$ cat config.mk
export PLATFORM = sky130hd
export DESIGN_NAME = ooo_core_top
export DESIGN_NICKNAME = d
export VERILOG_FILES = /design/src/common/ooo_pkg.sv /design/src/common/ooo_if.sv /design/src/regstat/updown_counter.sv /design/src/regstat/int_regstat.sv /design/src/source/reorder_buffer.sv /design/src/source/issue_commit_ctrl.sv /design/src/source/ooo_core_top.sv
export VERILOG_INCLUDE_DIRS = /design/src /design/src/common
export SDC_FILE = /design/constraint.sdc
export NUM_CORES = 1
export LEC_CHECK = 0
export BUFFER_PORTS_ARGS = -buffer_cell sky130_fd_sc_hd__buf_2
export CORE_MARGIN = 4
export CORE_UTILIZATION = 38
export DETAILED_ROUTE_END_ITERATION = 12
export PLACE_DENSITY = 0.53
export SLEW_MARGIN = 20
export SYNTH_ARGS = -nofsm -noshare
export SYNTH_HDL_FRONTEND = slang
export SYNTH_SLANG_ARGS = --single-unit
$ cat constraint.sdc
create_clock -name clk_i -period 3.75 [get_ports clk_i]
set_input_delay 0.5625 -clock clk_i [delete_from_list [all_inputs] [get_ports clk_i]]
set_output_delay 0.5625 -clock clk_i [all_outputs]
set_load 0.05 [all_outputs]
$ cat src/common/ooo_config.svh
`ifndef OOO_CONFIG_SVH
`define OOO_CONFIG_SVH

// ----------------------------------------
// renaming bookkeeping sizes
// ----------------------------------------
`define OOO_REG_NUM        32   // integer registers, power of 2, x0 hard-wired
`define OOO_ROB_DEPTH      8    // in-flight instructions, power of 2
`define OOO_DATA_W         32   // result width
`define OOO_REGSTAT_CNT_W  4    // busy counter, must hold OOO_ROB_DEPTH writers

`endif

$ cat src/common/ooo_pkg.sv
`include "ooo_config.svh"

package ooo_pkg;

    // ----------------------------------------
    // indices and payload
    // ----------------------------------------
    typedef logic [$clog2(`OOO_REG_NUM)-1:0]   reg_idx_t;  // architectural register
    typedef logic [$clog2(`OOO_ROB_DEPTH)-1:0] rob_idx_t;  // rob tag, wraps with the pointers
    typedef logic [`OOO_DATA_W-1:0]            data_t;     // result value

    // one rob slot, done is set by writeback and cleared on allocation
    typedef struct packed {
        logic     done;   // result present
        reg_idx_t rd;     // destination of the instruction
        data_t    value;  // result, valid only once done
    } rob_entry_t;

endpackage

$ cat src/common/ooo_if.sv
`timescale 1ns/1ps

// issue side of the register status table
interface regstat_issue_if;
    import ooo_pkg::*;

    logic     valid;        // one-cycle issue pulse
    reg_idx_t rd;           // destination of the issuing instruction
    rob_idx_t rob_idx;      // tag being allocated (rob tail)
    reg_idx_t rs1;
    reg_idx_t rs2;
    logic     rs1_busy;     // rs1 still has an in-flight writer
    rob_idx_t rs1_rob_idx;  // newest writer of rs1
    logic     rs2_busy;
    rob_idx_t rs2_rob_idx;

    modport ctrl (
        output valid, rd, rob_idx, rs1, rs2,
        input  rs1_busy, rs1_rob_idx, rs2_busy, rs2_rob_idx
    );

    modport rs (
        input  valid, rd, rob_idx, rs1, rs2,
        output rs1_busy, rs1_rob_idx, rs2_busy, rs2_rob_idx
    );
endinterface

// commit side, shared by the status table and the rob
interface regstat_commit_if;
    import ooo_pkg::*;

    logic     valid;     // one-cycle pop pulse
    reg_idx_t rd;        // destination of the committing instruction
    rob_idx_t head_idx;  // rob slot leaving

    modport ctrl (output valid, rd, head_idx);
    modport rs   (input valid, rd, head_idx);
    modport rob  (input valid, rd, head_idx);
endinterface

$ cat src/regstat/updown_counter.sv
`timescale 1ns/1ps

module updown_counter #(
    parameter int unsigned W = 4
) (
    input  logic         clk_i,
    input  logic         rst_n_i,
    input  logic         en_i,
    input  logic         clr_i,    // wins over en_i
    input  logic         up_dn_i,  // 1 counts up, 0 counts down
    output logic [W-1:0] count_o,
    output logic         tc_o      // next step in the current direction wraps
);

    always_ff @(posedge clk_i or negedge rst_n_i) begin : cnt_reg
        if (!rst_n_i) begin
            count_o <= '0;
        end else if (clr_i) begin
            count_o <= '0;
        end else if (en_i) begin
            if (up_dn_i) begin
                count_o <= count_o + 1'b1;
            end else begin
                count_o <= count_o - 1'b1;
            end
        end
    end

    // terminal count depends on direction
    assign tc_o = up_dn_i ? (&count_o) : ~(|count_o);

endmodule

$ cat src/regstat/int_regstat.sv
`timescale 1ns/1ps
`include "ooo_config.svh"

module int_regstat (
    input  logic         clk_i,
    input  logic         rst_n_i,
    input  logic         flush_i,
    regstat_issue_if.rs  issue,
    regstat_commit_if.rs commit
);
    import ooo_pkg::*;

    localparam int unsigned REG_NUM = `OOO_REG_NUM;
    localparam int unsigned CNT_W   = `OOO_REGSTAT_CNT_W;

    // ----------------------------------------
    // per-register state, x0 has none
    // ----------------------------------------
    rob_idx_t         tag_q    [1:REG_NUM-1];  // newest rob tag writing the register
    logic [CNT_W-1:0] cnt      [1:REG_NUM-1];  // in-flight writers
    logic             cnt_en   [1:REG_NUM-1];
    logic             cnt_up   [1:REG_NUM-1];
    logic             cnt_tc   [1:REG_NUM-1];
    logic             busy_vec [REG_NUM];      // full 0..N-1 view for the read ports
    rob_idx_t         tag_vec  [REG_NUM];
    logic             same_rd;                 // issue and commit hit the same rd

    assign same_rd = issue.valid && commit.valid && (issue.rd == commit.rd);

    // ----------------------------------------
    // counter control
    // ----------------------------------------
    always_comb begin : cnt_ctrl
        for (int i = 1; i < REG_NUM; i++) begin
            cnt_en[i] = 1'b0;
            cnt_up[i] = 1'b0;
        end
        // +1 and -1 on the same register cancel out
        if (!same_rd) begin
            if (issue.valid && (issue.rd != '0)) begin
                cnt_en[issue.rd] = 1'b1;
                cnt_up[issue.rd] = 1'b1;  // one more writer in flight
            end
            if (commit.valid && (commit.rd != '0)) begin
                cnt_en[commit.rd] = 1'b1; // oldest writer retires, count down
            end
        end
    end

    // newest tag, still updated when the counter update is skipped
    always_ff @(posedge clk_i or negedge rst_n_i) begin : tag_reg
        if (!rst_n_i) begin
            for (int i = 1; i < REG_NUM; i++) begin
                tag_q[i] <= '0;
            end
        end else if (flush_i) begin
            for (int i = 1; i < REG_NUM; i++) begin
                tag_q[i] <= '0;
            end
        end else if (issue.valid && (issue.rd != '0)) begin
            tag_q[issue.rd] <= issue.rob_idx;
        end
    end

    assign busy_vec[0] = 1'b0;  // x0 is never busy
    assign tag_vec[0]  = '0;

    for (genvar i = 1; i < REG_NUM; i++) begin : g_reg
        updown_counter #(
            .W (CNT_W)
        ) u_busy_cnt (
            .clk_i   (clk_i),
            .rst_n_i (rst_n_i),
            .en_i    (cnt_en[i]),
            .clr_i   (flush_i),
            .up_dn_i (cnt_up[i]),
            .count_o (cnt[i]),
            .tc_o    (cnt_tc[i])
        );

        assign busy_vec[i] = |cnt[i];
        assign tag_vec[i]  = tag_q[i];

        // a step at terminal count means over/underflow of the writer count
        a_cnt_wrap: assert property (@(posedge clk_i) disable iff (!rst_n_i)
            !(cnt_en[i] && cnt_tc[i] && !flush_i))
            else $error("regstat: busy counter of x%0d wraps", i);

        // last writer leaving must be the rob head
        a_last_writer: assert property (@(posedge clk_i) disable iff (!rst_n_i)
            commit.valid && (commit.rd == i) && (cnt[i] == CNT_W'(1))
            |-> tag_q[i] == commit.head_idx)
            else $error("regstat: x%0d retires from a slot that is not its newest", i);
    end

    // ----------------------------------------
    // read ports, state before this issue
    // ----------------------------------------
    assign issue.rs1_busy    = busy_vec[issue.rs1];
    assign issue.rs1_rob_idx = tag_vec[issue.rs1];
    assign issue.rs2_busy    = busy_vec[issue.rs2];
    assign issue.rs2_rob_idx = tag_vec[issue.rs2];

endmodule

$ cat src/source/reorder_buffer.sv
`timescale 1ns/1ps
`include "ooo_config.svh"

module reorder_buffer (
    input  logic                clk_i,
    input  logic                rst_n_i,
    input  logic                flush_i,
    input  logic                alloc_i,
    input  ooo_pkg::reg_idx_t   alloc_rd_i,
    output ooo_pkg::rob_idx_t   tail_idx_o,
    output logic                full_o,
    output logic                empty_o,
    input  logic                wb_valid_i,
    input  ooo_pkg::rob_idx_t   wb_rob_idx_i,
    input  ooo_pkg::data_t      wb_data_i,
    output ooo_pkg::rob_entry_t head_entry_o,
    regstat_commit_if.rob       commit,
    output ooo_pkg::rob_idx_t   head_idx_o
);
    import ooo_pkg::*;

    localparam int unsigned DEPTH = `OOO_ROB_DEPTH;
    localparam int unsigned OCC_W = $clog2(DEPTH) + 1;  // holds 0..DEPTH

    rob_entry_t       rob_q [DEPTH];
    rob_idx_t         head_q;      // oldest in-flight entry
    rob_idx_t         tail_q;      // next free slot
    logic [OCC_W-1:0] occ_q;       // occupancy
    logic             pop;
    rob_idx_t         wb_ofs;      // distance of the written slot from head
    logic             wb_live;     // written slot is allocated

    assign pop = commit.valid;

    // ----------------------------------------
    // pointers and occupancy
    // ----------------------------------------
    always_ff @(posedge clk_i or negedge rst_n_i) begin : ptr_reg
        if (!rst_n_i) begin
            head_q <= '0;
            tail_q <= '0;
            occ_q  <= '0;
        end else if (flush_i) begin
            head_q <= '0;  // tags restart at 0
            tail_q <= '0;
            occ_q  <= '0;
        end else begin
            if (alloc_i) begin
                tail_q <= tail_q + 1'b1;  // power-of-2 depth, wraps by itself
            end
            if (pop) begin
                head_q <= head_q + 1'b1;
            end
            case ({alloc_i, pop})
                2'b10:   occ_q <= occ_q + 1'b1;
                2'b01:   occ_q <= occ_q - 1'b1;
                default: occ_q <= occ_q;  // none, or one in and one out
            endcase
        end
    end

    // ----------------------------------------
    // entry storage
    // ----------------------------------------
    always_ff @(posedge clk_i) begin : entry_write
        if (alloc_i) begin
            rob_q[tail_q].done <= 1'b0;
            rob_q[tail_q].rd   <= alloc_rd_i;
        end
        if (wb_valid_i) begin  // never the tail slot when legal
            rob_q[wb_rob_idx_i].done  <= 1'b1;
            rob_q[wb_rob_idx_i].value <= wb_data_i;
        end
    end

    assign head_entry_o = rob_q[head_q];
    assign head_idx_o   = head_q;
    assign tail_idx_o   = tail_q;
    assign full_o       = (occ_q == OCC_W'(DEPTH));
    assign empty_o      = (occ_q == '0);

    assign wb_ofs  = wb_rob_idx_i - head_q;
    assign wb_live = ({1'b0, wb_ofs} < occ_q);

    a_alloc_full: assert property (@(posedge clk_i) disable iff (!rst_n_i)
        alloc_i |-> !full_o)
        else $error("rob: allocation while full");

    a_wb_free: assert property (@(posedge clk_i) disable iff (!rst_n_i)
        wb_valid_i |-> wb_live)
        else $error("rob: writeback to free slot %0d", wb_rob_idx_i);

endmodule

$ cat src/source/issue_commit_ctrl.sv
`timescale 1ns/1ps

module issue_commit_ctrl (
    input  logic                clk_i,
    input  logic                rst_n_i,
    input  logic                flush_i,
    input  logic                issue_req_i,
    input  ooo_pkg::reg_idx_t   issue_rd_i,
    input  ooo_pkg::reg_idx_t   issue_rs1_i,
    input  ooo_pkg::reg_idx_t   issue_rs2_i,
    output logic                issue_ack_o,
    output ooo_pkg::rob_idx_t   issue_rob_idx_o,
    output logic                issue_rs1_busy_o,
    output logic                issue_rs2_busy_o,
    output ooo_pkg::rob_idx_t   issue_rs1_rob_idx_o,
    output ooo_pkg::rob_idx_t   issue_rs2_rob_idx_o,
    output logic                commit_req_o,
    input  logic                commit_ack_i,
    output ooo_pkg::reg_idx_t   commit_rd_o,
    output ooo_pkg::data_t      commit_data_o,
    output logic                alloc_o,
    output ooo_pkg::reg_idx_t   alloc_rd_o,
    input  ooo_pkg::rob_idx_t   tail_idx_i,
    input  logic                full_i,
    input  logic                empty_i,
    input  ooo_pkg::rob_entry_t head_entry_i,
    input  ooo_pkg::rob_idx_t   head_idx_i,
    regstat_issue_if.ctrl       rs_issue,
    regstat_commit_if.ctrl      rs_commit
);
    import ooo_pkg::*;

    typedef enum logic [1:0] {IS_IDLE, IS_ALLOC, IS_ACK} issue_state_t;
    typedef enum logic [1:0] {CM_IDLE, CM_LOAD, CM_REQ, CM_WAIT} commit_state_t;

    issue_state_t  is_state_q, is_state_d;
    commit_state_t cm_state_q, cm_state_d;
    logic          req_q;       // sampled issue request
    logic          is_valid;    // allocate + regstat issue pulse
    logic          cm_valid;    // pop + regstat commit pulse
    logic          head_ready;  // head has its result

    // ----------------------------------------
    // issue handshake
    // ----------------------------------------
    always_comb begin : issue_fsm
        is_state_d = is_state_q;
        case (is_state_q)
            IS_IDLE:  if (req_q && !full_i) is_state_d = IS_ALLOC;  // waits out a full rob
            IS_ALLOC: is_state_d = IS_ACK;
            IS_ACK:   if (!req_q) is_state_d = IS_IDLE;             // ack drops after req
            default:  is_state_d = IS_IDLE;
        endcase
    end

    assign is_valid    = (is_state_q == IS_ALLOC);
    assign issue_ack_o = (is_state_q == IS_ACK);

    // operand status as seen before the new rd is recorded
    always_ff @(posedge clk_i) begin : issue_status
        if (is_valid) begin
            issue_rob_idx_o     <= tail_idx_i;
            issue_rs1_busy_o    <= rs_issue.rs1_busy;
            issue_rs1_rob_idx_o <= rs_issue.rs1_rob_idx;
            issue_rs2_busy_o    <= rs_issue.rs2_busy;
            issue_rs2_rob_idx_o <= rs_issue.rs2_rob_idx;
        end
    end

    // ----------------------------------------
    // commit handshake
    // ----------------------------------------
    assign head_ready = !empty_i && head_entry_i.done;

    always_comb begin : commit_fsm
        cm_state_d = cm_state_q;
        case (cm_state_q)
            CM_IDLE: if (head_ready) cm_state_d = CM_LOAD;     // rd/value captured here
            CM_LOAD: cm_state_d = CM_REQ;
            CM_REQ:  if (commit_ack_i) cm_state_d = CM_WAIT;   // pop in this cycle
            CM_WAIT: if (!commit_ack_i) cm_state_d = CM_IDLE;
            default: cm_state_d = CM_IDLE;
        endcase
    end

    assign commit_req_o = (cm_state_q == CM_REQ);
    assign cm_valid     = commit_req_o && commit_ack_i;

    always_ff @(posedge clk_i) begin : commit_payload
        if ((cm_state_q == CM_IDLE) && head_ready) begin
            commit_rd_o   <= head_entry_i.rd;
            commit_data_o <= head_entry_i.value;
        end
    end

    always_ff @(posedge clk_i or negedge rst_n_i) begin : state_reg
        if (!rst_n_i) begin
            req_q      <= 1'b0;
            is_state_q <= IS_IDLE;
            cm_state_q <= CM_IDLE;
        end else begin
            req_q <= issue_req_i;
            if (flush_i) begin  // both handshakes back to idle
                is_state_q <= IS_IDLE;
                cm_state_q <= CM_IDLE;
            end else begin
                is_state_q <= is_state_d;
                cm_state_q <= cm_state_d;
            end
        end
    end

    // ----------------------------------------
    // datapath sequencing
    // ----------------------------------------
    assign alloc_o          = is_valid;
    assign alloc_rd_o       = issue_rd_i;
    assign rs_issue.valid   = is_valid;
    assign rs_issue.rd      = issue_rd_i;
    assign rs_issue.rob_idx = tail_idx_i;   // tag the rob hands out now
    assign rs_issue.rs1     = issue_rs1_i;
    assign rs_issue.rs2     = issue_rs2_i;

    assign rs_commit.valid    = cm_valid;
    assign rs_commit.rd       = commit_rd_o;
    assign rs_commit.head_idx = head_idx_i;

    a_pop_empty: assert property (@(posedge clk_i) disable iff (!rst_n_i)
        rs_commit.valid |-> !empty_i)
        else $error("ctrl: commit pulse with empty rob");

endmodule

$ cat src/source/ooo_core_top.sv
`timescale 1ns/1ps

module ooo_core_top (
    input  logic              clk_i,
    input  logic              rst_n_i,
    input  logic              flush_i,
    // issue, four-phase
    input  logic              issue_req_i,
    input  ooo_pkg::reg_idx_t issue_rd_i,
    input  ooo_pkg::reg_idx_t issue_rs1_i,
    input  ooo_pkg::reg_idx_t issue_rs2_i,
    output logic              issue_ack_o,
    output ooo_pkg::rob_idx_t issue_rob_idx_o,
    output logic              issue_rs1_busy_o,
    output ooo_pkg::rob_idx_t issue_rs1_rob_idx_o,
    output logic              issue_rs2_busy_o,
    output ooo_pkg::rob_idx_t issue_rs2_rob_idx_o,
    // writeback, single-cycle pulse
    input  logic              wb_valid_i,
    input  ooo_pkg::rob_idx_t wb_rob_idx_i,
    input  ooo_pkg::data_t    wb_data_i,
    // commit, four-phase
    output logic              commit_req_o,
    input  logic              commit_ack_i,
    output ooo_pkg::reg_idx_t commit_rd_o,
    output ooo_pkg::data_t    commit_data_o
);
    import ooo_pkg::*;

    logic       alloc;
    reg_idx_t   alloc_rd;
    rob_idx_t   tail_idx;
    rob_idx_t   head_idx;
    logic       full;
    logic       empty;
    rob_entry_t head_entry;

    regstat_issue_if  issue_if ();
    regstat_commit_if commit_if ();

    issue_commit_ctrl u_ctrl (
        .clk_i               (clk_i),
        .rst_n_i             (rst_n_i),
        .flush_i             (flush_i),
        .issue_req_i         (issue_req_i),
        .issue_rd_i          (issue_rd_i),
        .issue_rs1_i         (issue_rs1_i),
        .issue_rs2_i         (issue_rs2_i),
        .issue_ack_o         (issue_ack_o),
        .issue_rob_idx_o     (issue_rob_idx_o),
        .issue_rs1_busy_o    (issue_rs1_busy_o),
        .issue_rs2_busy_o    (issue_rs2_busy_o),
        .issue_rs1_rob_idx_o (issue_rs1_rob_idx_o),
        .issue_rs2_rob_idx_o (issue_rs2_rob_idx_o),
        .commit_req_o        (commit_req_o),
        .commit_ack_i        (commit_ack_i),
        .commit_rd_o         (commit_rd_o),
        .commit_data_o       (commit_data_o),
        .alloc_o             (alloc),
        .alloc_rd_o          (alloc_rd),
        .tail_idx_i          (tail_idx),
        .full_i              (full),
        .empty_i             (empty),
        .head_entry_i        (head_entry),
        .head_idx_i          (head_idx),
        .rs_issue            (issue_if.ctrl),
        .rs_commit           (commit_if.ctrl)
    );

    reorder_buffer u_rob (
        .clk_i        (clk_i),
        .rst_n_i      (rst_n_i),
        .flush_i      (flush_i),
        .alloc_i      (alloc),
        .alloc_rd_i   (alloc_rd),
        .tail_idx_o   (tail_idx),
        .full_o       (full),
        .empty_o      (empty),
        .wb_valid_i   (wb_valid_i),    // straight from the execution side
        .wb_rob_idx_i (wb_rob_idx_i),
        .wb_data_i    (wb_data_i),
        .head_entry_o (head_entry),
        .commit       (commit_if.rob),
        .head_idx_o   (head_idx)
    );

    int_regstat u_regstat (
        .clk_i   (clk_i),
        .rst_n_i (rst_n_i),
        .flush_i (flush_i),
        .issue   (issue_if.rs),
        .commit  (commit_if.rs)
    );

endmodule

==> impl_metrics.xml <==
<?xml version="1.0" encoding="UTF-8"?>
<metrics>
  <group name="placement">
    <metric name="io_buffer_count" unit="">105</metric>
    <metric name="finalWeightedCongestion" unit="">0.871</metric>
    <metric name="place_area" unit="um2">30600</metric>
    <metric name="pre_cts_slack" unit="ns">0.396</metric>
    <metric name="dp_hpwl" unit="um">48500</metric>
    <metric name="total_placed_cells_including_tap_cells" unit="">3168</metric>
  </group>
  <group name="drt">
    <metric name="num_vias" unit="">18300</metric>
    <metric name="dr.pass1.iters" unit="">5</metric>
    <metric name="via_per_inst" unit="">5.56</metric>
    <metric name="drt_first_iter_violations" unit="">1542</metric>
    <metric name="wirelength" unit="um">74900</metric>
    <metric name="routed_wire_length_per_instance" unit="um">22.7</metric>
    <metric name="drc_violation_count_after_routing" unit="">0</metric>
    <metric name="drt.antenna.violating_nets" unit="">0</metric>
  </group>
  <group name="pwr">
    <metric name="power_leakage" unit="nW">12.6</metric>
    <metric name="power.ir.vdd_worst" unit="mV">0.326</metric>
    <metric name="power.density_cell_area" unit="nW/um2">471</metric>
  </group>
  <group name="cts">
    <metric name="cts_hold_repair.buffers" unit="">1</metric>
    <metric name="clkSlewWorstSetupHoldPaths" unit="ns">0.06</metric>
    <metric name="htree_num_levels" unit="">3</metric>
    <metric name="tritoncts_clock_tree" unit="">yes</metric>
    <metric name="postCtsResizedCells" unit="">0</metric>
    <metric name="ctsRootBufferMaster" unit="">sky130_fd_sc_hd__clkbuf_16</metric>
    <metric name="postCtsSetupRepairBufs" unit="">0</metric>
    <metric name="cts_buffers" unit="">69</metric>
    <metric name="clock_path_buffers" unit="">3</metric>
    <metric name="clk-insertion-delay-late" unit="ns">0.61</metric>
    <metric name="clock_sinks" unit="">584</metric>
  </group>
  <group name="yosys">
    <metric name="postSynth.topFlopCell" unit="">sky130_fd_sc_hd__edfxtp_1</metric>
    <metric name="synthMuxAreaShare" unit="%">15.7</metric>
    <metric name="ys_ff_latch" unit="">584</metric>
    <metric name="post_synth_and_or_nand_nor_area_fraction" unit="%">8.39</metric>
    <metric name="yosysTopAreaCell" unit="">sky130_fd_sc_hd__edfxtp_1</metric>
    <metric name="synth_adder_area_share" unit="%">5.29</metric>
    <metric name="asyncSetResetFlopFracSynth" unit="%">39.7</metric>
    <metric name="synth_compound_area_share" unit="%">6.91</metric>
    <metric name="synth_cell_type_count" unit="">59</metric>
    <metric name="area_contributors_post_synth" unit="">sky130_fd_sc_hd__edfxtp_1 36%, sky130_fd_sc_hd__dfrtp_1 20%, sky130_fd_sc_hd__mux4_2 11%</metric>
    <metric name="ys_warn_count" unit="">0</metric>
    <metric name="syn_avg_cell_area" unit="um2">13.4</metric>
    <metric name="synth-seq-area-share" unit="%">57.3</metric>
    <metric name="post_synth_xor_area_fraction" unit="%">3.20</metric>
    <metric name="main_combinational_cell_family_by_area_after_synthesis" unit="">multiplexers</metric>
    <metric name="post_synth_instance_area" unit="um2">28400</metric>
    <metric name="synth_fp_nets" unit="">2285</metric>
    <metric name="synth_edf_count" unit="">344</metric>
    <metric name="netlist.area_leader.share" unit="%">36.3</metric>
    <metric name="postSynthCellCount" unit="">2128</metric>
  </group>
  <group name="status">
    <metric name="status" unit="">finished, final reports clean</metric>
  </group>
  <group name="grt">
    <metric name="grt_max_degree" unit="">107</metric>
    <metric name="global_route_wire_length_before_repair" unit="um">115000</metric>
    <metric name="number_of_antenna_violations_at_the_first_check_in_global_routing" unit="">7</metric>
    <metric name="vias_in_the_first_global_route" unit="">18700</metric>
    <metric name="aggregate_global_route_resource_usage" unit="%">19.0</metric>
    <metric name="globalRoute.totalOverflow" unit="">0</metric>
  </group>
  <group name="cells_and_area">
    <metric name="design.final.nets" unit="">2428</metric>
    <metric name="area.growth.synth_to_final" unit="%">15.4</metric>
    <metric name="finish.cell_count_without_fillers" unit="">3297</metric>
    <metric name="finalInstanceArea" unit="um2">32800</metric>
    <metric name="drive_above_1_share" unit="%">23.6</metric>
  </group>
  <group name="die">
    <metric name="design.core.area" unit="um2">74300</metric>
    <metric name="die_area" unit="um2">79200</metric>
    <metric name="initial_utilization" unit="%">38.2</metric>
    <metric name="ios" unit="">106</metric>
    <metric name="die_width" unit="um">282</metric>
    <metric name="die_height" unit="um">282</metric>
    <metric name="floorplan.rows" unit="">100</metric>
  </group>
  <group name="worst_setup_path">
    <metric name="critical_path.endpoint_type" unit="">register</metric>
    <metric name="worst_ep_arrival_time" unit="ns">3.83</metric>
    <metric name="critical_path_peak_fanout" unit="">16</metric>
    <metric name="cp-startpoint" unit="">u_ctrl.cm_state_q[0]</metric>
    <metric name="timing_worst_setup_path_type" unit="">reg -&gt; reg</metric>
    <metric name="critical_path_required" unit="ns">4.27</metric>
    <metric name="worst-r2r-setup-slack" unit="ns">0.44</metric>
    <metric name="timing.critical_path.from_type" unit="">register</metric>
    <metric name="reg2reg_from" unit="">u_ctrl.cm_state_q[0]</metric>
  </group>
  <group name="timing">
    <metric name="slew_margin_rel" unit="%">27.5</metric>
    <metric name="final_max_slew_viol_count" unit="">0</metric>
    <metric name="report.final.hold_viol_count" unit="">0</metric>
    <metric name="worst_slew_pin_slew" unit="ns">1.08</metric>
    <metric name="fmax" unit="MHz">302</metric>
    <metric name="rsz0062_at_grt" unit="">false</metric>
    <metric name="timing.final.crit_period" unit="ns">3.31</metric>
    <metric name="pnr_worst_setup_slack" unit="ns">0.436</metric>
    <metric name="finClkSkew" unit="ns">0.0270</metric>
    <metric name="finalCritPeriodShare" unit="%">88.4</metric>
    <metric name="setup_total_negative_slack" unit="ns">0</metric>
    <metric name="setup_viol" unit="">0</metric>
  </group>
  <group name="min_path">
    <metric name="start_point_of_the_worst_hold_path" unit="">issue_req_i</metric>
    <metric name="min_path_type" unit="">in -&gt; reg</metric>
  </group>
  <group name="job">
    <metric name="cap_violations" unit="">0</metric>
  </group>
</metrics>
-- cell type report --
cell class	count	area, um2
clock inverters	34	337
diodes	4	10.0
inverters	108	405
clock buffers	90	1870
fillers	6742	41500
well taps	969	1210
multi-input cells	1310	11300
flip-flops and latches	584	16300
repair buffers	198	1340
-- Yosys cell counts (51+ instances only) --
cell and count:
sky130_fd_sc_hd__edfxtp_1 344, sky130_fd_sc_hd__dfrtp_1 232, sky130_fd_sc_hd__a21oi_1 160, sky130_fd_sc_hd__nor2_1 160, sky130_fd_sc_hd__nand2_1 140, sky130_fd_sc_hd__mux4_2 139
sky130_fd_sc_hd__inv_1 105, sky130_fd_sc_hd__clkbuf_1 104, sky130_fd_sc_hd__o21ai_0 92, sky130_fd_sc_hd__xnor2_1 90, sky130_fd_sc_hd__mux2_2 74, sky130_fd_sc_hd__ha_1 69
sky130_fd_sc_hd__nand3_1 56, sky130_fd_sc_hd__mux2i_1 51
-- state kept, by name, summed over array words and instances (netlist names) --
| name | count |
|---|---|
| u_rob.rob_q | 304 |
| u_regstat.g.u_busy_cnt.count_o | 124 |
| u_regstat.tag_q | 93 |
| u_ctrl.commit_data_o | 32 |
| u_ctrl.commit_rd_o | 5 |
| u_rob.occ_q | 4 |
| u_ctrl.issue_rob_idx_o | 3 |
| u_ctrl.issue_rs1_rob_idx_o | 3 |
| u_ctrl.issue_rs2_rob_idx_o | 3 |
| u_rob.head_idx_o | 3 |
| u_rob.tail_idx_o | 3 |
| u_ctrl.cm_state_q | 2 |
| u_ctrl.is_state_q | 2 |
| u_ctrl.issue_rs1_busy_o | 1 |
| u_ctrl.issue_rs2_busy_o | 1 |
| u_ctrl.req_q | 1 |
-- layer usage --
layer / routed length, um / global-route usage, % / vias to the layer above
met5: 41 / 0 / -
li1: - / - / 8170
met3: 5180 / 4.58 / 125
met1: 33200 / 26.8 / 9497
met2: 34600 / 29.6 / 537
met4: 1860 / 5.69 / 6
-- worst paths after layout --
check / end / cells past startpoint
max: u_regstat.g_reg[17].u_busy_cnt.count_o[3] / 13
min: u_ctrl.req_q / 1
max reg2reg: u_regstat.g_reg[17].u_busy_cnt.count_o[3] / 13
min reg2reg: u_rob.rob_q[4][37] / 2
max in group asynchronous: u_regstat.g_reg[2].u_busy_cnt.count_o[0] / 3
min in group asynchronous: u_regstat.g_reg[23].u_busy_cnt.count_o[0] / 2
-- power breakdown --
group | internal (mW) | switching, mW
Clock | 3.82 | 2.71
Combinational | 0.590 | 1.12
Sequential | 7.09 | 0.131
-- logic make-up (layout without fill, tap and decap cells) --
kind of cell	count (synthesis)	in the layout
DFF	584	584
muxes	264	264
adders and majority gates	101	101
xor gates and xnor gates	104	104
AOI/OAI and AO/OA	352	352
buffers and inverters	234	430
and+or+nand+nor	489	489
other	0	4
-- critical path, stage by stage (launching register included) --
cell                      delay, ns
sky130_fd_sc_hd__dfrtp_1       0.39
sky130_fd_sc_hd__inv_1         0.10
sky130_fd_sc_hd__ha_1          0.17
sky130_fd_sc_hd__and4b_1       0.19
sky130_fd_sc_hd__nand4_1       0.24
sky130_fd_sc_hd__or2_2         0.56
sky130_fd_sc_hd__buf_12        0.25
sky130_fd_sc_hd__nand3_1       0.13
sky130_fd_sc_hd__ha_1          0.26
sky130_fd_sc_hd__a21o_1        0.18
sky130_fd_sc_hd__a21oi_1       0.16
sky130_fd_sc_hd__xor2_1        0.11
sky130_fd_sc_hd__or3_1         0.33
sky130_fd_sc_hd__a21oi_1       0.15
-- metrics by stage --
stage	hold slack (ns)	total power, mW	util [%]
2_1_floorplan	0.267	8.41	-
3_3_place_gp	0.447	9.03	41.1
3_5_place_dp	0.462	9.06	41.1
4_1_cts	0.00831	15.6	44.1
5_1_grt	0.0272	16.1	44.1
6_report	0.0516	15.4	44.1
-- cell usage in the layout, fill, tap and decap left out, types with 14 or more instances in the layout --
cell type                     n
sky130_fd_sc_hd__xor2_1      14
sky130_fd_sc_hd__dfrtp_1    230
sky130_fd_sc_hd__mux2_2      74
sky130_fd_sc_hd__clkbuf_1    15
sky130_fd_sc_hd__a21o_1      32
sky130_fd_sc_hd__or3_1       33
sky130_fd_sc_hd__a21oi_1    160
sky130_fd_sc_hd__fa_1        32
sky130_fd_sc_hd__o21ai_0     92
sky130_fd_sc_hd__mux4_2     139
sky130_fd_sc_hd__nand2_1    140
sky130_fd_sc_hd__mux2i_1     51
sky130_fd_sc_hd__buf_2      103
sky130_fd_sc_hd__nor2_1     153
sky130_fd_sc_hd__edfxtp_1   344
sky130_fd_sc_hd__xnor2_1     90
sky130_fd_sc_hd__buf_4       84
sky130_fd_sc_hd__inv_1      104
sky130_fd_sc_hd__or4_1       15
sky130_fd_sc_hd__o22ai_1     34
sky130_fd_sc_hd__nor4_1      20
sky130_fd_sc_hd__nand3_1     56
sky130_fd_sc_hd__ha_1        69
sky130_fd_sc_hd__clkinv_2    15
sky130_fd_sc_hd__clkbuf_16   69
Power figures use the tool's default switching activity.
